$ cat src/verilog/rob_pkg.sv
/*
 * Shared sizes, field widths and packed records of the re-order buffer.
 * Imported by every RTL block and by the testbench.
 */

package rob_pkg;

    // Buffer geometry
    localparam int rob_entries  = 8;
    localparam int ticket_bits  = 3;
    localparam int count_bits   = 4;
    localparam int fu_number    = 4;

    // Field widths
    localparam int lreg_bits    = 5;
    localparam int preg_bits    = 7;
    localparam int cause_bits   = 4;
    localparam int microop_bits = 5;

    typedef logic [ticket_bits-1:0] ticket_t;

    // One allocation request from the issue stage
    typedef struct packed {
        logic                    valid;
        logic                    valid_dest;
        logic [lreg_bits-1:0]    lreg;
        logic [preg_bits-1:0]    preg;
        logic [preg_bits-1:0]    ppreg;
        logic [microop_bits-1:0] microop;
    } alloc_req_t;

    // Completion from a functional unit
    typedef struct packed {
        logic                  valid;
        ticket_t               ticket;
        logic                  exception;
        logic [cause_bits-1:0] cause;
    } fu_update_t;

    typedef struct packed {
        logic                    valid;
        logic                    pending;
        logic                    flushed;
        logic                    valid_dest;
        logic [lreg_bits-1:0]    lreg;
        logic [preg_bits-1:0]    preg;
        logic [preg_bits-1:0]    ppreg;
        logic [microop_bits-1:0] microop;
        logic                    exception;
        logic [cause_bits-1:0]   cause;
    } rob_entry_t;

    typedef struct packed {
        ticket_t ticket;
        logic    is_full;
        logic    two_free;
    } issue_status_t;

    // Retirement record towards the architectural register file
    typedef struct packed {
        logic                  valid_commit;
        logic                  valid_write;
        logic                  flushed;
        logic                  exception;
        logic [cause_bits-1:0] cause;
        logic [lreg_bits-1:0]  ldst;
        logic [preg_bits-1:0]  pdst;
        logic [preg_bits-1:0]  ppdst;
        ticket_t               ticket;
    } commit_t;

endpackage
$ cat src/verilog/rob.sv
/*
 * Re-order buffer for a dual-issue out-of-order core.
 * Allocates two entries and retires up to two per cycle in program order.
 */

`timescale 1ns/1ns

module rob import rob_pkg::*; (
    input  logic                       clk,
    input  logic                       rst_n,
    input  alloc_req_t [1:0]           new_req,
    input  fu_update_t [fu_number-1:0] update,
    input  logic                       flush_valid,
    input  ticket_t                    flush_ticket,
    output issue_status_t              status,
    output commit_t                    commit_1,
    output commit_t                    commit_2
);

    ticket_t                      head;
    ticket_t                      tail;
    logic       [1:0]             retire_count;
    logic       [rob_entries-1:0] flush_mask;
    rob_entry_t [rob_entries-1:0] entries;

    rob_pointers u_pointers (
        .clk          (clk),
        .rst_n        (rst_n),
        .new_req      (new_req),
        .retire_count (retire_count),
        .head         (head),
        .tail         (tail),
        .status       (status)
    );

    rob_flush_mask u_flush_mask (
        .flush_ticket (flush_ticket),
        .head         (head),
        .flush_mask   (flush_mask)
    );

    rob_entry_array u_entry_array (
        .clk          (clk),
        .rst_n        (rst_n),
        .new_req      (new_req),
        .tail         (tail),
        .update       (update),
        .flush_valid  (flush_valid),
        .flush_mask   (flush_mask),
        .retire_count (retire_count),
        .head         (head),
        .entries      (entries)
    );

    // Sole source of the retirement decision
    rob_retire u_retire (
        .entries      (entries),
        .head         (head),
        .commit_1     (commit_1),
        .commit_2     (commit_2),
        .retire_count (retire_count)
    );

endmodule

$ cat src/verilog/rob_retire.sv
/*
 * Retirement decision for the head and the entry after it.
 * Produces both commit records and the number of entries freed.
 */

`timescale 1ns/1ns

module rob_retire import rob_pkg::*; (
    input  rob_entry_t [rob_entries-1:0] entries,
    input  ticket_t                      head,
    output commit_t                      commit_1,
    output commit_t                      commit_2,
    output logic       [1:0]             retire_count
);

    ticket_t    head_plus;
    rob_entry_t first;
    rob_entry_t second;
    logic       retire_1;
    logic       retire_2;

    // Record for one retiring slot, destination fields zero without a destination
    function automatic commit_t make_commit(rob_entry_t e, logic retire, ticket_t ticket);
        commit_t c;
        c.valid_commit = retire;
        c.valid_write  = retire & e.valid_dest & ~e.flushed & ~e.exception;
        c.flushed      = e.flushed;
        c.exception    = e.exception;
        c.cause        = e.cause;
        c.ldst         = e.valid_dest ? e.lreg : '0;
        c.pdst         = e.valid_dest ? e.preg : '0;
        c.ppdst        = e.valid_dest ? e.ppreg : '0;
        c.ticket       = ticket;
        return c;
    endfunction

    assign head_plus = head + ticket_t'(1);
    assign first     = entries[head];
    assign second    = entries[head_plus];

    // Flushed entries leave even while still pending
    assign retire_1 = first.valid & (~first.pending | first.flushed);

    // Second slot only behind a clean head, and never with its own exception
    assign retire_2 = retire_1 & ~first.exception & second.valid
                    & (~second.pending | second.flushed) & ~second.exception;

    always_comb begin
        retire_count = 2'd0;
        if (retire_2) begin
            retire_count = 2'd2;
        end else if (retire_1) begin
            retire_count = 2'd1;
        end
    end

    assign commit_1 = make_commit(first, retire_1, head);
    assign commit_2 = make_commit(second, retire_2, head_plus);

endmodule

$ cat src/verilog/rob_entry_array.sv
/*
 * Entry storage of the re-order buffer. Allocation writes at the tail,
 * completions clear pending, flushes mark entries and retirement frees them.
 */

`timescale 1ns/1ns

module rob_entry_array import rob_pkg::*; (
    input  logic                         clk,
    input  logic                         rst_n,
    input  alloc_req_t [1:0]             new_req,
    input  ticket_t                      tail,
    input  fu_update_t [fu_number-1:0]   update,
    input  logic                         flush_valid,
    input  logic       [rob_entries-1:0] flush_mask,
    input  logic       [1:0]             retire_count,
    input  ticket_t                      head,
    output rob_entry_t [rob_entries-1:0] entries
);

    rob_entry_t             slot_q [rob_entries];
    logic [rob_entries-1:0] valid_q;

    ticket_t    tail_plus;
    ticket_t    head_plus;
    logic       alloc_a_valid;
    logic       alloc_b_valid;
    alloc_req_t alloc_a_req;

    // Fresh entry as stored on allocation
    function automatic rob_entry_t make_entry(alloc_req_t req, logic flushed);
        rob_entry_t e;
        e.valid      = 1'b1;
        e.pending    = 1'b1;
        e.flushed    = flushed;
        e.valid_dest = req.valid_dest;
        e.lreg       = req.lreg;
        e.preg       = req.preg;
        e.ppreg      = req.ppreg;
        e.microop    = req.microop;
        e.exception  = 1'b0;
        e.cause      = '0;
        return e;
    endfunction

    assign tail_plus = tail + ticket_t'(1);
    assign head_plus = head + ticket_t'(1);

    // Slot a goes to the tail, slot b to tail+1 only when both are valid
    assign alloc_a_valid = new_req[0].valid | new_req[1].valid;
    assign alloc_b_valid = new_req[0].valid & new_req[1].valid;
    assign alloc_a_req   = new_req[0].valid ? new_req[0] : new_req[1];

    always_ff @(posedge clk) begin
        for (int i = 0; i < rob_entries; i++) begin
            if (alloc_a_valid && ticket_t'(i) == tail) begin
                slot_q[i] <= make_entry(alloc_a_req, flush_valid);
            end else if (alloc_b_valid && ticket_t'(i) == tail_plus) begin
                slot_q[i] <= make_entry(new_req[1], flush_valid);
            end else begin
                // Completions from the functional units
                for (int j = 0; j < fu_number; j++) begin
                    if (update[j].valid && update[j].ticket == ticket_t'(i)) begin
                        slot_q[i].pending   <= 1'b0;
                        slot_q[i].exception <= update[j].exception;
                        slot_q[i].cause     <= update[j].cause;
                    end
                end
                if (flush_valid && flush_mask[i]) begin
                    slot_q[i].flushed <= 1'b1;
                end
            end
        end
    end

    // Valid bits, set on allocation and cleared on retirement
    always_ff @(posedge clk or negedge rst_n) begin
        if (!rst_n) begin
            valid_q <= '0;
        end else begin
            for (int i = 0; i < rob_entries; i++) begin
                if (alloc_a_valid && ticket_t'(i) == tail) begin
                    valid_q[i] <= 1'b1;
                end else if (alloc_b_valid && ticket_t'(i) == tail_plus) begin
                    valid_q[i] <= 1'b1;
                end else if (retire_count != 2'd0 && ticket_t'(i) == head) begin
                    valid_q[i] <= 1'b0;
                end else if (retire_count == 2'd2 && ticket_t'(i) == head_plus) begin
                    valid_q[i] <= 1'b0;
                end
            end
        end
    end

    always_comb begin
        for (int i = 0; i < rob_entries; i++) begin
            entries[i]       = slot_q[i];
            entries[i].valid = valid_q[i];
        end
    end

endmodule

$ cat src/verilog/rob_flush_mask.sv
/*
 * Selects the slots younger than a flush ticket, wrapping around
 * the circular buffer until the head is reached.
 */

`timescale 1ns/1ns

module rob_flush_mask import rob_pkg::*; (
    input  ticket_t                flush_ticket,
    input  ticket_t                head,
    output logic [rob_entries-1:0] flush_mask
);

    always_comb begin
        ticket_t slot;
        logic    reached;
        flush_mask = '0;
        slot       = flush_ticket + ticket_t'(1);
        reached    = 1'b0;
        // Walk forward from the slot after the flush point
        for (int k = 0; k < rob_entries; k++) begin
            if (slot == head) begin
                reached = 1'b1;
            end
            if (!reached) begin
                flush_mask[slot] = 1'b1;
            end
            slot = slot + ticket_t'(1);
        end
    end

endmodule

$ cat src/verilog/rob_pointers.sv
/*
 * Head, tail and occupancy registers of the re-order buffer.
 * Status for the issue stage comes from registered state only.
 */

`timescale 1ns/1ns

module rob_pointers import rob_pkg::*; (
    input  logic                clk,
    input  logic                rst_n,
    input  alloc_req_t [1:0]    new_req,
    input  logic       [1:0]    retire_count,
    output ticket_t             head,
    output ticket_t             tail,
    output issue_status_t       status
);

    logic [count_bits-1:0] count;
    logic [count_bits-1:0] count_next;
    logic [1:0]            alloc_count;

    // Number of requests accepted this cycle
    always_comb begin
        alloc_count = 2'd0;
        if (new_req[0].valid && new_req[1].valid) begin
            alloc_count = 2'd2;
        end else if (new_req[0].valid || new_req[1].valid) begin
            alloc_count = 2'd1;
        end
    end

    assign count_next = count + count_bits'(alloc_count) - count_bits'(retire_count);

    always_ff @(posedge clk or negedge rst_n) begin
        if (!rst_n) begin
            tail <= '0;
        end else begin
            tail <= tail + ticket_t'(alloc_count);
        end
    end

    always_ff @(posedge clk or negedge rst_n) begin
        if (!rst_n) begin
            head <= '0;
        end else begin
            head <= head + ticket_t'(retire_count);
        end
    end

    // Occupancy, allocations minus retirements
    always_ff @(posedge clk or negedge rst_n) begin
        if (!rst_n) begin
            count <= '0;
        end else begin
            count <= count_next;
        end
    end

    // Issue side reads these before it drives requests
    always_comb begin
        status.ticket   = tail;
        status.is_full  = (count == count_bits'(rob_entries));
        status.two_free = (count <= count_bits'(rob_entries - 2));
    end

endmodule

$ cat config.mk
export PLATFORM = sky130hd
export DESIGN_NAME = rob
export DESIGN_NICKNAME = d
export VERILOG_FILES = /design/src/verilog/rob_pkg.sv /design/src/verilog/rob.sv /design/src/verilog/rob_retire.sv /design/src/verilog/rob_entry_array.sv /design/src/verilog/rob_flush_mask.sv /design/src/verilog/rob_pointers.sv
export SDC_FILE = /design/constraint.sdc
export NUM_CORES = 1
export LEC_CHECK = 0
export ABC_AREA = 1
export CAP_MARGIN = 20
export CORE_MARGIN = 4
export CORE_UTILIZATION = 23
export DETAILED_ROUTE_END_ITERATION = 10
export DONT_BUFFER_PORTS = 1
export GPL_ROUTABILITY_DRIVEN = 0
export SKIP_CTS_REPAIR_TIMING = 1
export SYNTH_ARGS = -nofsm -noshare
export SYNTH_HDL_FRONTEND = slang
export SYNTH_SLANG_ARGS = --single-unit
export TNS_END_PERCENT = 100
$ cat constraint.sdc
create_clock -name clk -period 5.2 [get_ports clk]
set_clock_uncertainty 0.1 [all_clocks]
set_input_delay 0.52 -clock clk [delete_from_list [all_inputs] [get_ports clk]]
set_output_delay 0.52 -clock clk [all_outputs]
set_load 0.005 [all_outputs]
* Word level (Yosys, flattened, before mapping) *
Memories as Yosys holds them, arrays and structs flattened.
Index checks and enable logic that the tools add are counted.

word-level totals
  bits in registers = 18
  latch bits = 0
  RAM bits = 256
  ROM bits = 0
  logic and storage cells = 741
  memories = 1

cells by class
  add/sub/neg operators = 14
  multipliers = 0
  divide/modulo/power cells = 0
  order comparisons = 19
  eq/ne operators = 66
  shifts and indexed selects = 0
  multiplexer cells = 391
  bitwise gates (word level) = 140
  reductions and logical operators = 99

memories
  memory                depth  width  read ports  clocked after memory_dff  wr ports  RTL line               text
  u_entry_array.slot_q  8      32     8           0                         8         rob_entry_array.sv:21  rob_entry_t slot_q [rob_entries];

operators by type and width
  operator             number
  $mux 1               322
  $mux 32              8
  $bmux 33 s3          2
  $mux 4               32
  $or 1x1->1           115
  $logic_and 1x1->1    81
  $mux 33              2
  $mux 8               8
  $or 8x8->8           7
  $eq 3x3->1 const A   16
  $eq 3x3->1 const B   16
  $lt 3x4->1 const B   10
  $reduce_bool 4->1    8
  $add 3x1->3 const B  10
  $mux 7               4
  $mux 25              1
  $demux 1 s3          8
  $eq 2x3->1 const A   8
  $eq 3x2->1 const B   8
  $eq 3x3->1           8
  $ge 3x1->1 const B   8
  $logic_not 3->1      8
  $and 1x1->1          12
  $eq 1x3->1 const A   4
  other kinds (12)     23

* Longest topological paths before layout *
Gate-level depths: netlist of the first run.

  depth after elaboration = 26
  mapped depth = 25

* By module *
Synthesis of the first run repeated with hierarchy kept, for this count alone.

second synthesis, totals
  cell total of the unflattened synthesis = 2665
  area, all modules = 19322.3 um^2

by module, submodules not included
  module           instances  cells an instance  area an instance (um^2)
  rob_entry_array  1          1462               13046.3
  rob_retire       1          907                4350.4
  rob_flush_mask   1          233                1300.0
  rob_pointers     1          63                 625.6

* Least setup slack after synthesis of the first run *
No wires, ideal clock.

  kind = register -> register
  start = register u_pointers.head[0]
  end = register u_pointers.count[3]
  setup time = 121 ps
  arrival = 4004 ps
  setup slack = 975 ps
  cell stages (with the launch flop) = 23
  cell sequence = dfrtp_1 buf_4 inv_2 buf_4 buf_2 buf_2 clkbuf_1 ha_1 clkbuf_1 a21oi_1 o21ai_0 o21ai_0 nor2_1 a31oi_1 nor3b_2 nand2_2 inv_2 fa_1 inv_1 ha_1 nand3_1 nand2_1 xor2_1

RTL lines
  item                    RTL line            text
  start, declared         rob_pointers.sv:13  output ticket_t head,
  start signal, assigned  rob_pointers.sv:46  head <= head + ticket_t'(retire_count);
  end signal, assigned    rob_pointers.sv:55  count <= count_next;
  end, declared           rob_pointers.sv:18  logic [count_bits-1:0] count;

==> impl_metrics.tcl, run 1 <==
set metrics [dict create \
    grt.overflow.total 0 \
    cp_data_arrival_time_ns 4.16 \
    met3_usage 0.0360 \
    hold_path.class "primary input to flip-flop" \
    h-tree-depth 1 \
    tritoncts "built" \
    area_growth_pct 11.0 \
    grt_pass1_wl_mm 90.2 \
    dieArea_mm2 0.0775 \
    dpl.hpwl_mm 39.9 \
    synth_seq_cells 234 \
    worst-path-max-fanout 54 \
    drive_above_1_share 0.0649 \
    antenna_found_initial 9 \
    clock_tree.buffer_depth 3 \
    dp.cells 3151 \
    critPathLaunchType "flip-flop" \
    slowest_stage "dfrtp_4" \
    path_buf_inv 4 \
    netlist_instances 2316 \
    finalHoldViolCount 0 \
    synth-edff-count 216 \
    ir_worst_vdd_uv 351 \
    wl_per_cell_um 18.9 \
    start_util 0.234 \
    fillers 7746 \
    vias 15800 \
    drtIter0Drc 1336 \
    slew_viol_final 0 \
    synthDistinctLibCells 53 \
    final_util 0.259 \
    ant_nets 0 \
    power_density_mw_per_mm2 649 \
    drc_errors 0 \
    p_leak_nw 7.61 \
    grt_pass1_vias 14800 \
    final_cell_mix "o21ai_0, nand2_1, inv_1" \
    worstSkewPairLatency_ns 0.57 \
    grt.total_usage 0.150 \
    path_clk_slew_ns 0.07 \
    synth_top_cell_by_area "edfxtp_1" \
    synthesis.area_mm2 0.0168 \
    met2_usage 0.247 \
    seq_area_frac_synth 0.412 \
    die_y_um 278 \
    grt_busiest_layer "met2" \
    reg2reg_slack_ns 0.92 \
    crit_top_cell "o21ai_0" \
    slowest_delay_ns 0.83 \
    die_x_um 278 \
    outcome "finished, final reports clean" \
    relSlewSlack 0.356 \
    endpoint_kind "output pin" \
    synth.top_cell.area_share 0.386 \
    vias_per_cell 4.93 \
    ys_warn_count 0 \
    cpLargestDelayFamily "buffers and inverters" \
    num_rows 98 \
    period_needed_ns 4.78 \
    cts-root-buf "clkbuf_16" \
    clock_sinks 234 \
    crit_chain "inv_2, ha_4, buf_4, a21oi_1, o21ai_0, o21ai_0, nor2_1, a31oi_2, buf_4, o21ai_0, inv_1" \
    cts_buffers 25 \
    core_mm2 0.0720 \
    finalPower_w 0.0121 \
    syn_avg_cell_area_um2 7.26 \
    tightest_slew_ns 0.967 \
    met1_usage 0.191 \
    synth_ff_type "edfxtp_1" \
    worstPathRequired_ns 4.58 \
    wl_mm 60.6 \
    worstSetupPathType "flip-flop to output pin" \
    portBuffers 0 \
    firstDrtPassIters 6 \
    setup_viol 0 \
    post-route-period-util 0.920 \
    synth_top_cells_by_area "edfxtp_1, o21ai_0, nand2_1" \
    setup_tns_ns 0 \
    fin_cells 3205 \
    rsz0062_at_grt "false" \
    syn_nets 2437 \
    cap_violations 0 \
    final_common_cell "o21ai_0" \
    num_io_pins 159 \
    synthArstFlopShare 0.0769 \
    max_clock_freq_mhz 209 \
    num-nets-final 2351 \
    grt_max_degree 240 \
]
## through the flow
step	setup WS [ns]	hold WS [ns]	instance area [µm²]
global route	0.278	0.0753	18700
global placement	0.936	0.128	17700
finish	0.416	0.0857	18700
detailed placement	0.963	0.128	17700
floorplan	0.975	0.124	16800
CTS	0.433	-0.480	18600
## logic make-up (layout without fill, tap and decap cells)
logic type | Yosys count | count (layout) | synth area share
xor gates and xnor gates | 7 | 7 | 0.00454
buffers and inverters | 413 | 346 | 0.0975
AOI/OAI and AO/OA | 834 | 834 | 0.263
adders and majority gates | 27 | 27 | 0.0219
other | 0 | 6 | 0
DFF | 234 | 234 | 0.412
and+or+nand+nor | 801 | 801 | 0.200
## cell usage after synthesis (6+ instances only)
library cell	number
a21oi_1	193
o31ai_1	7
nand4_1	8
o21ai_0	517
buf_4	6
nor3_1	32
a211oi_1	7
o311ai_0	10
a31oi_1	17
nand3_2	6
nand2_4	7
inv_1	244
a22oi_1	7
buf_2	23
nor2_1	232
edfxtp_1	216
nand3_1	52
o211ai_1	30
nand2_2	14
buf_1	18
dfrtp_1	18
nand2_1	434
ha_1	23
clkbuf_1	106
inv_2	9
o21ai_1	23
## final cells by class
cell class | count | area, µm² | area share
antenna | 6 | 15.0 | 0.000805
clock buffer | 28 | 637 | 0.0341
clock inverter | 18 | 260 | 0.0139
inverter | 259 | 1010 | 0.0540
multi-input combinational | 1669 | 8280 | 0.444
sequential | 234 | 6950 | 0.372
tap | 950 | 1190 | 0.0637
timing repair buffer | 41 | 325 | 0.0174
## sequential cells by signal, indices dropped and copies added, names as in the netlist
name,flops
u_pointers.tail,3
u_entry_array.valid_q,8
u_entry_array.slot_q,216
u_pointers.count,4
u_pointers.head,3
## power by group
group	switching, W	internal, W
clock	0.000787	0.00119
combinational	0.00507	0.00193
sequential	0.000311	0.00281
## per-layer routing
layer	up-vias	wire length, µm
li1	7733	-
met1	7316	25400
met2	628	27500
met3	130	5340
met4	6	2330
met5	-	41
## worst reg2reg max path, cell delays in order (launching register included)
cell,delay (ns)
dfrtp_4,0.83
inv_2,0.36
ha_4,0.66
o21ai_0,0.15
o21ai_0,0.17
nor2_1,0.06
a31oi_1,0.25
nor3b_2,0.09
nand2_2,0.18
inv_2,0.09
nor2_1,0.17
ha_1,0.25
inv_1,0.06
ha_1,0.16
inv_1,0.05
fa_1,0.47
inv_1,0.04
## worst paths after layout
kind / from / cells after the start / to
setup / recovery: u_pointers.head[1] / 11 / commit_2[7]
hold / removal: flush_valid / 2 / u_entry_array.slot_q[0][62]
setup reg to reg: u_pointers.head[1] / 16 / u_pointers.count[1]
hold reg to reg: u_entry_array.valid_q[0] / 2 / u_entry_array.valid_q[0]
max in group asynchronous: rst_n / 1 / u_pointers.head[0]
min in group asynchronous: rst_n / 1 / u_pointers.tail[0]
No activity file was read; power rests on OpenSTA's default activity.
==> inputs of run 2 (changes only) <==
- RECOVER_POWER: not set -> 100
==> impl_metrics.tcl, run 2 (same netlist as run 1, synthesis figures left out) <==
set metrics [dict create \
    final_common_cell "o21ai_0" \
    core_mm2 0.0720 \
    area_growth_pct 10.0 \
    cts_buffers 25 \
    setup_tns_ns 0 \
    cp.depth 11 \
    swShare 0.512 \
    post-route-period-util 0.940 \
    clock_tree.buffer_depth 3 \
    tritoncts "built" \
    outcome "finished, violations left" \
    cp-endpoint "commit_2[7]" \
    tightest_slew_ns 2.29 \
    fillers 7782 \
    seqPwrFrac 0.262 \
    grt.total_usage 0.150 \
    grt_pass1_wl_mm 90.2 \
    worst-path-max-fanout 54 \
    dieArea_mm2 0.0775 \
    drc_errors 0 \
    dpl.hpwl_mm 39.9 \
    hold_path.class "primary input to flip-flop" \
    final_cell_mix "o21ai_0, nand2_1, inv_1" \
    regMostFlops "u_entry_array.slot_q" \
    worstSetupPathType "flip-flop to output pin" \
    drive_above_1_share 0.0480 \
    r2r-end "u_pointers.count[2]" \
    p_sw_w 0.00614 \
    antenna_found_initial 10 \
    slowest_stage "dfrtp_4" \
    vias_per_cell 4.96 \
    reg2regPathDepth 17 \
    start_util 0.234 \
    cap_violations 14 \
    hold_depth 2 \
    cts-root-buf "clkbuf_16" \
    violations "capacitance limit, slew limit" \
    path_buf_inv 4 \
    relSlewSlack -0.527 \
    slew_viol_final 452 \
    grt.overflow.total 0 \
    crit_top_cell "o21ai_0" \
    critPathLaunchType "flip-flop" \
    h-tree-depth 1 \
    die_x_um 278 \
    worstPathRequired_ns 4.58 \
    internal_power_w 0.00587 \
    hold_start "flush_valid" \
    wl_per_cell_um 19.0 \
    ant_nets 0 \
    endpoint_kind "output pin" \
    reg2reg_slack_ns 0.76 \
    cp_data_arrival_time_ns 4.27 \
    dpl_cell_area_mm2 0.0177 \
    stdcell_area_mm2 0.0185 \
    portBuffers 0 \
    max_clock_freq_mhz 205 \
    period_needed_ns 4.89 \
    num-nets-final 2351 \
    ir_worst_vdd_uv 354 \
    path_clk_slew_ns 0.07 \
    num_rows 98 \
    comb_power_share 0.573 \
    power_density_mw_per_mm2 649 \
    largest_reg_flops 216 \
    num_io_pins 159 \
    p_leak_nw 7.50 \
    r2r-start "u_pointers.head[1]" \
    firstDrtPassIters 5 \
    clock_sinks 234 \
    cp-startpoint "u_pointers.head[1]" \
    slowest_delay_ns 0.83 \
    crit_chain "inv_2, ha_4, clkbuf_4, a21oi_1, o21ai_0, o21ai_0, nor2_1, a31oi_1, buf_4, o21ai_0, inv_1" \
    setup_viol 0 \
    die_y_um 278 \
    wl_mm 60.7 \
    worstSkewPairLatency_ns 0.57 \
    pwr-share-clk 0.165 \
    cpLargestDelayFamily "buffers and inverters" \
    finalHoldViolCount 0 \
    rsz0062_at_grt "false" \
    drtIter0Drc 1327 \
    vias 15900 \
    grt_max_degree 240 \
    reg_top3 "u_entry_array.slot_q (216), u_entry_array.valid_q (8), u_pointers.count (4)" \
    grt_pass1_vias 14800 \
]
## run 2: cell count changes in the layout (fill, tap and decap cells not counted), sizes merged
cell,delta
buf,-26
clkbuf,+26
inv,-3
clkinv,+2
clkinvlp,+1
## run 2: stage by stage
stage	hold WS, ns	total power, W	std cells	util	worst slack [ns]
after floorplan	0.124	0.00772	2316	-	0.975
after global placement	0.128	0.0101	3151	0.246	0.936
after detailed placement	0.128	0.0102	3151	0.246	0.963
after CTS	-0.480	0.0122	3197	0.259	0.433
after global routing	0.0753	0.0130	3200	0.257	0.188
final	0.0873	0.0120	3205	0.257	0.314
## run 2: area by class of cell
class,count,area [µm²],area share
flip-flops and latches,234,6950,0.375
diodes,6,15.0,0.000811
clock inverters,18,260,0.0141
clock buffers,28,637,0.0344
inverters,259,1010,0.0544
repair buffers,41,233,0.0126
well taps,950,1190,0.0642
multi-input cells,1669,8220,0.444
## run 2: worst min path at each step
stage	end
floorplan	u_entry_array.valid_q[0]
global placement	u_pointers.count[1]
detailed placement	u_pointers.count[1]
CTS	u_pointers.tail[0]
global route	u_entry_array.slot_q[0][62]
finish	u_entry_array.slot_q[0][62]
## run 2: worst register-to-register path, stage by stage, from the launching register on
cell,delay (ns)
dfrtp_4,0.83
inv_2,0.36
ha_4,0.66
o21ai_0,0.15
o21ai_0,0.23
nand2_1,0.08
nand2_1,0.07
nand2_1,0.04
nor3b_1,0.13
nand2_1,0.27
inv_1,0.17
nor2_1,0.19
ha_1,0.26
inv_1,0.06
ha_1,0.16
inv_1,0.05
fa_1,0.37
xnor2_1,0.13
## run 2: power by group through the flow
stage | sequential (W) | combinational, W | clock, W
2_1_floorplan | 0.00301 | 0.00471 | 0
3_3_place_gp | 0.00315 | 0.00699 | 0
3_5_place_dp | 0.00316 | 0.00703 | 0
4_1_cts | 0.00312 | 0.00705 | 0.00201
5_1_grt | 0.00320 | 0.00773 | 0.00208
6_report | 0.00314 | 0.00689 | 0.00198
## run 2: routing by layer
metal  track usage  part of all wire
met1         0.191              0.43
met2         0.247              0.45
met3        0.0360             0.082
met4        0.0565             0.038
met5             0           0.00097
==> inputs of run 3 (changes only) <==
- CELL_PAD_IN_SITES_DETAIL_PLACEMENT: not set -> 1
- CELL_PAD_IN_SITES_GLOBAL_PLACEMENT: not set -> 1
- CORE_UTILIZATION: 23 -> 48
- PLACE_DENSITY_LB_ADDON: not set -> 0.1
- SLEW_MARGIN: not set -> 10
==> impl_metrics.tcl, run 3 (same netlist as run 1, synthesis figures left out) <==
set metrics [dict create \
    die_y_um 195 \
    cts-root-buf "clkbuf_16" \
    tightest_slew_ns 2.33 \
    grt.overflow.total 0 \
    crit_chain "inv_6, ha_2, buf_6, o21ai_0, o21ai_0, nor2_1, a31oi_2, buf_4, o21ai_0, inv_1" \
    drtIter0Drc 1421 \
    regMostFlops "u_entry_array.slot_q" \
    worst-path-max-fanout 77 \
    setup_viol 0 \
    cap_violations 13 \
    firstDrtPassIters 5 \
    final_cell_mix "o21ai_0, nand2_1, inv_1" \
    crit_top_cell "o21ai_0" \
    drive_above_1_share 0.0514 \
    ant_nets 0 \
    cp_data_arrival_time_ns 4.27 \
    relSlewSlack -0.553 \
    fillers 4450 \
    slowest_delay_ns 0.90 \
    core_mm2 0.0345 \
    dieArea_mm2 0.0381 \
    wl_mm 63.0 \
    slew_viol_final 391 \
    antenna_found_initial 3 \
    path_clk_slew_ns 0.06 \
    ir_worst_vdd_uv 535 \
    path_buf_inv 4 \
    h-tree-depth 1 \
    worstSetupPathType "flip-flop to output pin" \
    vias 16700 \
    drc_errors 0 \
    cpLargestDelayFamily "buffers and inverters" \
    wl_per_cell_um 23.2 \
    dpl_cell_area_mm2 0.0171 \
    grt_max_degree 217 \
    area_growth_pct 6.42 \
    endpoint_kind "output pin" \
    power_density_mw_per_mm2 676 \
    worstPathRequired_ns 4.58 \
    setup_tns_ns 0 \
    portBuffers 0 \
    reg_top3 "u_entry_array.slot_q (216), u_entry_array.valid_q (8), u_pointers.count (4)" \
    outcome "finished, violations left" \
    worstSkewPairLatency_ns 0.56 \
    p_leak_nw 7.53 \
    cts_buffers 28 \
    grt.total_usage 0.317 \
    grt_pass1_vias 16900 \
    num_io_pins 159 \
    finalPower_w 0.0121 \
    vias_per_cell 6.14 \
    rsz0062_at_grt "false" \
    tritoncts "built" \
    post-route-period-util 0.940 \
    violations "capacitance limit, slew limit" \
    clock_sinks 234 \
    slowest_stage "dfrtp_4" \
    num-nets-final 2358 \
    stdcell_area_mm2 0.0179 \
    final_common_cell "o21ai_0" \
    final_util 0.518 \
    largest_reg_flops 216 \
    start_util 0.487 \
    finalHoldViolCount 0 \
    hold_path.class "primary input to flip-flop" \
    grt_pass1_wl_mm 96.2 \
    die_x_um 195 \
    period_needed_ns 4.89 \
    clock_tree.buffer_depth 3 \
    max_clock_freq_mhz 205 \
    num_rows 68 \
    dpl.hpwl_mm 40.5 \
    critPathLaunchType "flip-flop" \
]
## run 3: cell count changes in the layout (fill, tap and decap cells not counted), moves of 3 or more
cell | before | now
clkinv_2 | 4 | 7
buf_4 | 12 | 15
clkbuf_16 | 25 | 28
clkbuf_4 | 1 | 4
bufinv_16 | 6 | 2
diode_2 | 6 | 2
## run 3: layout make-up
type	instances	area, µm²	area share
multi-input cells	1669	8220	0.459
repair buffers	45	284	0.0159
flip-flops and latches	234	6940	0.388
clock inverters	15	149	0.00832
inverters	259	1000	0.0560
clock buffers	36	731	0.0408
well taps	455	569	0.0318
diodes	2	5.00	0.000280
## run 3: path summary, 6_finish.rpt
| path | startpoint | endpoint | slack (ns) | cells after the start |
|---|---|---|---|---|
| worst max-delay path | u_pointers.head[0] | commit_2[15] | 0.31 | 10 |
| worst min-delay path | flush_valid | u_entry_array.slot_q[0][126] | 0.07 | 2 |
| worst max register to register | u_pointers.head[0] | u_pointers.count[2] | 0.50 | 19 |
| worst min register to register | u_entry_array.valid_q[0] | u_entry_array.valid_q[0] | 0.45 | 2 |
| max in group asynchronous | rst_n | u_pointers.head[0] | 3.93 | 1 |
| min in group asynchronous | rst_n | u_pointers.tail[2] | 0.43 | 1 |
## run 3: power by group
part | leakage (nW) | switching [W] | internal (W)
sequential | 2.21 | 0.000349 | 0.00284
clock | 0.432 | 0.000818 | 0.00109
combinational | 4.89 | 0.00510 | 0.00189
## run 3: stage by stage
stage          instances  worst slack [ns]  hold slack, ns
3_3_place_gp        2660             0.900           0.126
3_5_place_dp        2660             0.839           0.126
6_report            2715             0.314          0.0730
2_1_floorplan       2316             0.975           0.124
4_1_cts             2711             0.221          -0.470
5_1_grt             2715             0.114          0.0718
## run 3: metal layers
| layer | routed length, µm | GRT usage |
|---|---|---|
| met1 | 26400 | 0.425 |
| met2 | 29800 | 0.534 |
| met5 | 7 | 0 |
| met3 | 4990 | 0.0495 |
| met4 | 1880 | 0.0965 |
